--- config.mk ---
export PLATFORM = sky130hd
export DESIGN_NAME = msg_arbiter
export DESIGN_NICKNAME = d
export VERILOG_FILES = /design/src/logic/msg_pkg.sv /design/src/logic/msg_upstream_arbiter.sv /design/src/logic/msg_downstream_router.sv /design/src/logic/msg_arbiter.sv
export SDC_FILE = /design/constraint.sdc
export NUM_CORES = 1
export LEC_CHECK = 0
export BUFFER_PORTS_ARGS = -buffer_cell sky130_fd_sc_hd__buf_2
export CORE_AREA = 2 2 254 256
export CTS_BUF_LIST = sky130_fd_sc_hd__clkbuf_16
export DETAILED_ROUTE_END_ITERATION = 8
export DIE_AREA = 0 0 256 258
export GPL_ROUTABILITY_DRIVEN = 0
export SLEW_MARGIN = 20
export SYNTH_ARGS = -nofsm -noshare
export SYNTH_HDL_FRONTEND = slang
export SYNTH_SLANG_ARGS = --single-unit
--- constraint.sdc ---
create_clock -name clk -period 3 [get_ports clk]
set_input_delay 0.6 -clock clk [delete_from_list [all_inputs] [get_ports clk]]
set_output_delay 0.6 -clock clk [all_outputs]
set_load 0.02 [all_outputs]
--- src/logic/msg_pkg.sv ---
// Message link types, field positions and decode functions
// shared by the arbiter, the router and the top level

package msg_pkg;

    // *******************************************************************
    // Link widths
    // *******************************************************************

    // One single-beat link message
    typedef logic [63:0] msg_t;

    // Register address carried by a request
    typedef logic [19:0] addr_t;

    // Endpoint index
    typedef logic [1:0]  dest_t;

    // Number of endpoints served by the arbiter
    localparam int NUM_EP = 4;

    // *******************************************************************
    // Field positions
    // *******************************************************************

    // Set in a read response
    localparam int MSG_RESP_BIT = 63;

    // Set in a read request, clear in a write
    localparam int MSG_RD_BIT   = 62;

    // Lowest bit of the address field, data sits in bits 31 to 0
    localparam int MSG_ADDR_LSB = 32;

    // *******************************************************************
    // Decode functions
    // *******************************************************************

    // Response flag of a message
    function automatic logic msg_is_response(input msg_t msg);
        return msg[MSG_RESP_BIT];
    endfunction

    // True for a read request, never for a response
    function automatic logic msg_is_rd_request(input msg_t msg);
        return msg[MSG_RD_BIT] && !msg[MSG_RESP_BIT];
    endfunction

    // Register address of a request
    function automatic addr_t msg_address(input msg_t msg);
        return msg[MSG_ADDR_LSB +: $bits(addr_t)];
    endfunction

endpackage

--- src/logic/msg_upstream_arbiter.sv ---
// Round-robin 4-to-1 merge of endpoint messages onto the host link,
// with capture of the endpoint that sent the last read request
`timescale 1ns/100ps

module msg_upstream_arbiter (
    input  logic                                        clk,
    input  logic                                        reset,

    // Endpoint side
    input  msg_pkg::msg_t [msg_pkg::NUM_EP-1:0]         ep_data,
    input  logic          [msg_pkg::NUM_EP-1:0]         ep_valid,
    output logic          [msg_pkg::NUM_EP-1:0]         ep_ready,

    // Host side
    output msg_pkg::msg_t                               host_data,
    output logic                                        host_valid,
    input  logic                                        host_ready,

    // Read request tracking for the router
    output logic                                        rd_seen,
    output msg_pkg::dest_t                              rd_dest
);

    import msg_pkg::*;

    // Round-robin pointer, first endpoint to be looked at
    dest_t ptr;

    // Arbitration result
    dest_t grant;
    logic  found;
    logic  xfer;

    // *******************************************************************
    // Grant selection
    // *******************************************************************

    // First valid endpoint at or after the pointer, wrapping at NUM_EP
    always_comb begin
        dest_t cand;
        grant = ptr;
        found = 1'b0;
        for (int i = 0; i < NUM_EP; i++) begin
            cand = dest_t'(ptr + dest_t'(i));
            if (!found && ep_valid[cand]) begin
                grant = cand;
                found = 1'b1;
            end
        end
    end

    assign xfer = host_valid && host_ready;

    // *******************************************************************
    // Data path and handshake
    // *******************************************************************

    assign host_data  = ep_data[grant];
    assign host_valid = found;

    // Only the granted endpoint sees the host ready
    always_comb begin
        ep_ready        = '0;
        ep_ready[grant] = host_ready && found;
    end

    // Accepted read request and its source
    assign rd_seen = xfer && msg_is_rd_request(host_data);
    assign rd_dest = grant;

    // *******************************************************************
    // Pointer
    // *******************************************************************

    // Moves only on a transfer so a stalled grant stays in place
    always_ff @(posedge clk) begin
        if (reset) begin
            ptr <= '0;
        end else if (xfer) begin
            // Next search starts one above the endpoint just served
            ptr <= dest_t'(grant + dest_t'(1));
        end
    end

endmodule

--- src/logic/msg_downstream_router.sv ---
// Address decode and 1-to-4 routing of host messages, with read
// responses returned to the endpoint of the last accepted read
`timescale 1ns/100ps

module msg_downstream_router #(
    parameter msg_pkg::addr_t E0_ADDR = 20'h0,
    parameter msg_pkg::addr_t E0_MASK = 20'h0,
    parameter msg_pkg::addr_t E1_ADDR = 20'h0,
    parameter msg_pkg::addr_t E1_MASK = 20'h0,
    parameter msg_pkg::addr_t E2_ADDR = 20'h0,
    parameter msg_pkg::addr_t E2_MASK = 20'h0,
    parameter msg_pkg::addr_t E3_ADDR = 20'h0,
    parameter msg_pkg::addr_t E3_MASK = 20'h0
) (
    input  logic                                        clk,
    input  logic                                        reset,

    // Host side
    input  msg_pkg::msg_t                               host_data,
    input  logic                                        host_valid,
    output logic                                        host_ready,

    // Endpoint side
    output msg_pkg::msg_t [msg_pkg::NUM_EP-1:0]         ep_data,
    output logic          [msg_pkg::NUM_EP-1:0]         ep_valid,
    input  logic          [msg_pkg::NUM_EP-1:0]         ep_ready,

    // Last read request seen upstream
    input  logic                                        rd_seen,
    input  msg_pkg::dest_t                              rd_dest
);

    import msg_pkg::*;

    // Address windows, entry n belongs to endpoint n
    localparam addr_t [NUM_EP-1:0] EP_ADDR = {E3_ADDR, E2_ADDR, E1_ADDR, E0_ADDR};
    localparam addr_t [NUM_EP-1:0] EP_MASK = {E3_MASK, E2_MASK, E1_MASK, E0_MASK};

    addr_t req_addr;
    logic  is_resp;

    // Destination of a request and of a response
    dest_t req_dest;
    dest_t resp_dest;
    dest_t dest;

    // *******************************************************************
    // Destination decode
    // *******************************************************************

    assign req_addr = msg_address(host_data);
    assign is_resp  = msg_is_response(host_data);

    // Scan from the top so the lowest matching endpoint wins,
    // unmatched addresses fall back to endpoint 0
    always_comb begin
        req_dest = '0;
        for (int i = NUM_EP - 1; i >= 0; i--) begin
            if ((req_addr & EP_MASK[i]) == EP_ADDR[i]) begin
                req_dest = dest_t'(i);
            end
        end
    end

    // Responses follow the last read, requests follow the address
    assign dest = is_resp ? resp_dest : req_dest;

    // Response destination, updated at the edge after a read is accepted
    always_ff @(posedge clk) begin
        if (reset) begin
            resp_dest <= '0;
        end else if (rd_seen) begin
            resp_dest <= rd_dest;
        end
    end

    // *******************************************************************
    // Routing
    // *******************************************************************

    // Every endpoint sees the message, valid marks the owner
    always_comb begin
        for (int i = 0; i < NUM_EP; i++) begin
            ep_data[i] = host_data;
        end
    end

    always_comb begin
        ep_valid       = '0;
        ep_valid[dest] = host_valid;
    end

    assign host_ready = ep_ready[dest];

endmodule

--- src/logic/msg_arbiter.sv ---
// Top level of the host message arbiter for four endpoints,
// upstream round-robin merge beside downstream address routing
`timescale 1ns/100ps

module msg_arbiter #(
    parameter msg_pkg::addr_t E0_ADDR = 20'h0,
    parameter msg_pkg::addr_t E0_MASK = 20'h0,
    parameter msg_pkg::addr_t E1_ADDR = 20'h0,
    parameter msg_pkg::addr_t E1_MASK = 20'h0,
    parameter msg_pkg::addr_t E2_ADDR = 20'h0,
    parameter msg_pkg::addr_t E2_MASK = 20'h0,
    parameter msg_pkg::addr_t E3_ADDR = 20'h0,
    parameter msg_pkg::addr_t E3_MASK = 20'h0
) (
    input  logic            clk,
    input  logic            reset,

    // Host link
    input  msg_pkg::msg_t   regi_data,
    input  logic            regi_valid,
    output logic            regi_ready,
    output msg_pkg::msg_t   rego_data,
    output logic            rego_valid,
    input  logic            rego_ready,

    // Endpoint 0
    output msg_pkg::msg_t   e0_regi_data,
    output logic            e0_regi_valid,
    input  logic            e0_regi_ready,
    input  msg_pkg::msg_t   e0_rego_data,
    input  logic            e0_rego_valid,
    output logic            e0_rego_ready,

    // Endpoint 1
    output msg_pkg::msg_t   e1_regi_data,
    output logic            e1_regi_valid,
    input  logic            e1_regi_ready,
    input  msg_pkg::msg_t   e1_rego_data,
    input  logic            e1_rego_valid,
    output logic            e1_rego_ready,

    // Endpoint 2
    output msg_pkg::msg_t   e2_regi_data,
    output logic            e2_regi_valid,
    input  logic            e2_regi_ready,
    input  msg_pkg::msg_t   e2_rego_data,
    input  logic            e2_rego_valid,
    output logic            e2_rego_ready,

    // Endpoint 3
    output msg_pkg::msg_t   e3_regi_data,
    output logic            e3_regi_valid,
    input  logic            e3_regi_ready,
    input  msg_pkg::msg_t   e3_rego_data,
    input  logic            e3_rego_valid,
    output logic            e3_rego_ready
);

    import msg_pkg::*;

    // *******************************************************************
    // Endpoint ports gathered into arrays
    // *******************************************************************

    msg_t [NUM_EP-1:0] up_data;
    logic [NUM_EP-1:0] up_valid;
    logic [NUM_EP-1:0] up_ready;
    msg_t [NUM_EP-1:0] dn_data;
    logic [NUM_EP-1:0] dn_valid;
    logic [NUM_EP-1:0] dn_ready;

    // Last read request, arbiter to router
    logic  rd_seen;
    dest_t rd_dest;

    assign up_data  = {e3_rego_data, e2_rego_data, e1_rego_data, e0_rego_data};
    assign up_valid = {e3_rego_valid, e2_rego_valid, e1_rego_valid, e0_rego_valid};
    assign {e3_rego_ready, e2_rego_ready, e1_rego_ready, e0_rego_ready} = up_ready;

    assign {e3_regi_data, e2_regi_data, e1_regi_data, e0_regi_data} = dn_data;
    assign {e3_regi_valid, e2_regi_valid, e1_regi_valid, e0_regi_valid} = dn_valid;
    assign dn_ready = {e3_regi_ready, e2_regi_ready, e1_regi_ready, e0_regi_ready};

    // *******************************************************************
    // Upstream merge and downstream routing
    // *******************************************************************

    msg_upstream_arbiter upstream (
        .clk(clk), .reset(reset),
        .ep_data(up_data), .ep_valid(up_valid), .ep_ready(up_ready),
        .host_data(rego_data), .host_valid(rego_valid), .host_ready(rego_ready),
        .rd_seen(rd_seen), .rd_dest(rd_dest)
    );

    msg_downstream_router #(
        .E0_ADDR(E0_ADDR), .E0_MASK(E0_MASK),
        .E1_ADDR(E1_ADDR), .E1_MASK(E1_MASK),
        .E2_ADDR(E2_ADDR), .E2_MASK(E2_MASK),
        .E3_ADDR(E3_ADDR), .E3_MASK(E3_MASK)
    ) downstream (
        .clk(clk), .reset(reset),
        .host_data(regi_data), .host_valid(regi_valid), .host_ready(regi_ready),
        .ep_data(dn_data), .ep_valid(dn_valid), .ep_ready(dn_ready),
        .rd_seen(rd_seen), .rd_dest(rd_dest)
    );

endmodule

==> results.cfg <==
[timing]
finClkSkew_ns = 0.0007055
setup_tns_ns = -0.009492
period_share_pct = 100.3
finalSetupViolCount = 1
fin_hold_ws_ns = 0.6130
final-max-slew-violation-count = 0
fmax_ghz = 0.3323
max_slew_margin_pct = 71.74
fin_ws_ns = -0.009492
finalHoldViolCount = 0
tightestPinTransition_ns = 0.4202
rsz0062_at_grt = true
period_minus_slack_ns = 3.009

[die]
die_h_um = 258
fp.dieW_um = 256
rows = 93
core-area_um2 = 63650
pin_count = 662
die_area_um2 = 66050
initial_core_util_pct = 6.748

[power_and_ir_drop]
ir_worst_vdd_uv = 186.2
finalPower_mw = 2.659
p_per_area_nw_per_um2 = 433.9
p_leak_nw = 2.979

[yosys]
yosys_warnings = 0
ys_seq_area_share_pct = 1.864
synth_async_sr_flop_share_pct = 0
synth_seq_cells = 4
synth_edf_count = 0
syn_inst = 735
syn-mean-instance-area_um2 = 5.844
ys_types = 32
ys.flop_type = dfxtp_1
syn_nets = 1071
syn_area_um2 = 4295

[run]
max-cap-violations = 0

[routing]
dr.pass1.iters = 4
wl_per_cell_um = 17.13
drt-total-wl_mm = 29.15
drc = 0
drt_iter0_drc = 245
via_per_inst = 3.016
ant_nets = 0
vias = 5130

[final_layout]
final_common_cell = buf_2
final_cell_area_um2 = 6128
area_growth_pct = 42.67
final_util_pct = 9.628
drive_gt1_share_pct = 51.55
nets = 1178
layout_common_cells = buf_2 (321), nand2_1 (251), and3_1 (64), a31oi_1 (51), buf_4 (47)

[status]
violations = negative setup slack
outcome = finished with violations

[worst_setup_path]
path_class = input port to primary output
path_buf_inv = 7
endpoint = rego_data[54]
reg2reg_slack_ns = 0.25
crit_path_frequent_cell = buf_12
worstPathCellList = buf_4 > nand3b_1 > o31ai_1 > buf_4 > o31ai_4 > inv_2 > buf_12 > and3_4 > buf_12 > a31oi_4 > buf_6 > buf_12
slowest_delay_ns = 0.27
cp_max_fo = 12
rr_worst_depth = 11
path_delay_family = buffers and inverters
reg2reg_from = upstream.ptr[1]$_SDFFE_PP0P_
path_depth = 12
start_kind = input port
worstPathArrival_ns = 2.41
required_ns = 2.40
cpMaxStageDelayCell = o31ai_4
critical_path.startpoint = e3_rego_valid
worstReg2RegEnd = downstream.resp_dest[0]$_SDFFE_PP0P_
end_kind = primary output

[global_routing]
grt_max_degree = 41
grt.overflow.total = 0
track_usage_pct = 7.750
grt_pass1_vias = 4764
antenna_found_initial = 16
grt_pass1_wl_mm = 36.33

[placement]
dpl.hpwl_mm = 23.33
io_buffers = 346
placed_cell_area_um2 = 5512

[clock_network]
cts_root_buffer = clkbuf_16
tritoncts.num_buffers = 3
cts_tree = done
clock_latency_ns = 0.22
cts_sinks = 4
htreeDepth = 1
cts_buffer_depth = 2
ctsHoldBuffers = 0
clk_pin_slew_ns = 0.03

[min_path]
min-delay-start = upstream.ptr[1]$_SDFFE_PP0P_
hold_depth = 2
holdCritPathClass = register to register
-- cell families (layout without fill, tap and decap cells) --
| family | after synthesis | in the layout | share of synthesized area [%] |
|---|---|---|---|
| flops | 4 | 4 | 1.864 |
| buf+inv | 304 | 409 | 49.40 |
| simple gates | 341 | 341 | 34.34 |
| compound gates | 77 | 77 | 11.83 |
| fa+ha+maj | 4 | 4 | 1.165 |
| mux | 5 | 5 | 1.398 |
| other cells | 0 | 6 | 0 |
-- metrics by stage --
step	cells	setup WS, ns
after global routing	1699	-0.1774
after floorplan	735	0.2085
final	1701	-0.009492
after detailed placement	1678	-0.6103
after global placement	1678	-0.6850
after CTS	1685	-0.08609
-- worst reg2reg max path: stages (launching register included) --
cell      delay (ns)
dfxtp_2         0.37
nand3b_1        0.13
o31ai_1         0.09
buf_4           0.15
o31ai_4         0.27
buf_4           0.27
a21boi_0        0.41
a32oi_1         0.12
buf_4           0.17
and3b_1         0.20
buf_4           0.16
mux2_4          0.29
-- Yosys cell counts (all sizes together) (2+ instances only) --
master  number  area [um2]
and2         2       12.51
nand2      253       949.7
dfxtp        4       80.08
nor2        11       41.29
buf        273        2006
nor2b        4       27.53
a31oi       63       394.1
a21oi        2       10.01
mux2         2       30.03
and3        66       412.9
inv          5       18.76
o31ai        2       20.02
clkbuf      26       97.59
mux2i        3       30.03
ha           4       50.05
nand3        3       15.01
o21ai        3       15.01
-- how the worst min path moves through the flow --
stage	end
after CTS	upstream.ptr[0]$_SDFFE_PP0P_
after global routing	upstream.ptr[1]$_SDFFE_PP0P_
after floorplan	upstream.ptr[0]$_SDFFE_PP0P_
after detailed placement	upstream.ptr[0]$_SDFFE_PP0P_
final	upstream.ptr[1]$_SDFFE_PP0P_
after global placement	upstream.ptr[0]$_SDFFE_PP0P_
-- routing by layer --
layer  routed length [um]  global-route usage, %
met4                 1749                  4.142
met2                13330                  12.63
met3                 3410                  3.465
met1                10560                  8.465
met5                   91                      0
-- power breakdown --
part           switching, mW  internal (mW)
Sequential            0.0133         0.0597
Combinational           1.37           1.01
Clock                 0.0355          0.170
Total                   1.42           1.24
-- flip-flops by register name (all words and copies together), names as in the netlist --
signal and count:
upstream.ptr 2, downstream.resp_dest 2
-- layout make-up --
cell class	instances	area [um2]
diodes	6	15.01
multi-input cells	427	2260
clock buffers	3	75.07
inverters	5	23.77
well taps	855	1070
repair buffers	401	2604
flip-flops and latches	4	81.33
fillers	7520	57520
-- what timing repair did --
action                                  4_1_cts  5_1_grt
endpoints found under the setup margin       29       41
cloned                                        2        5
setup buffers                                 2        6
pin swaps                                     2        5
gates resized for setup                      26       41
Power figures use the tool's default switching activity.
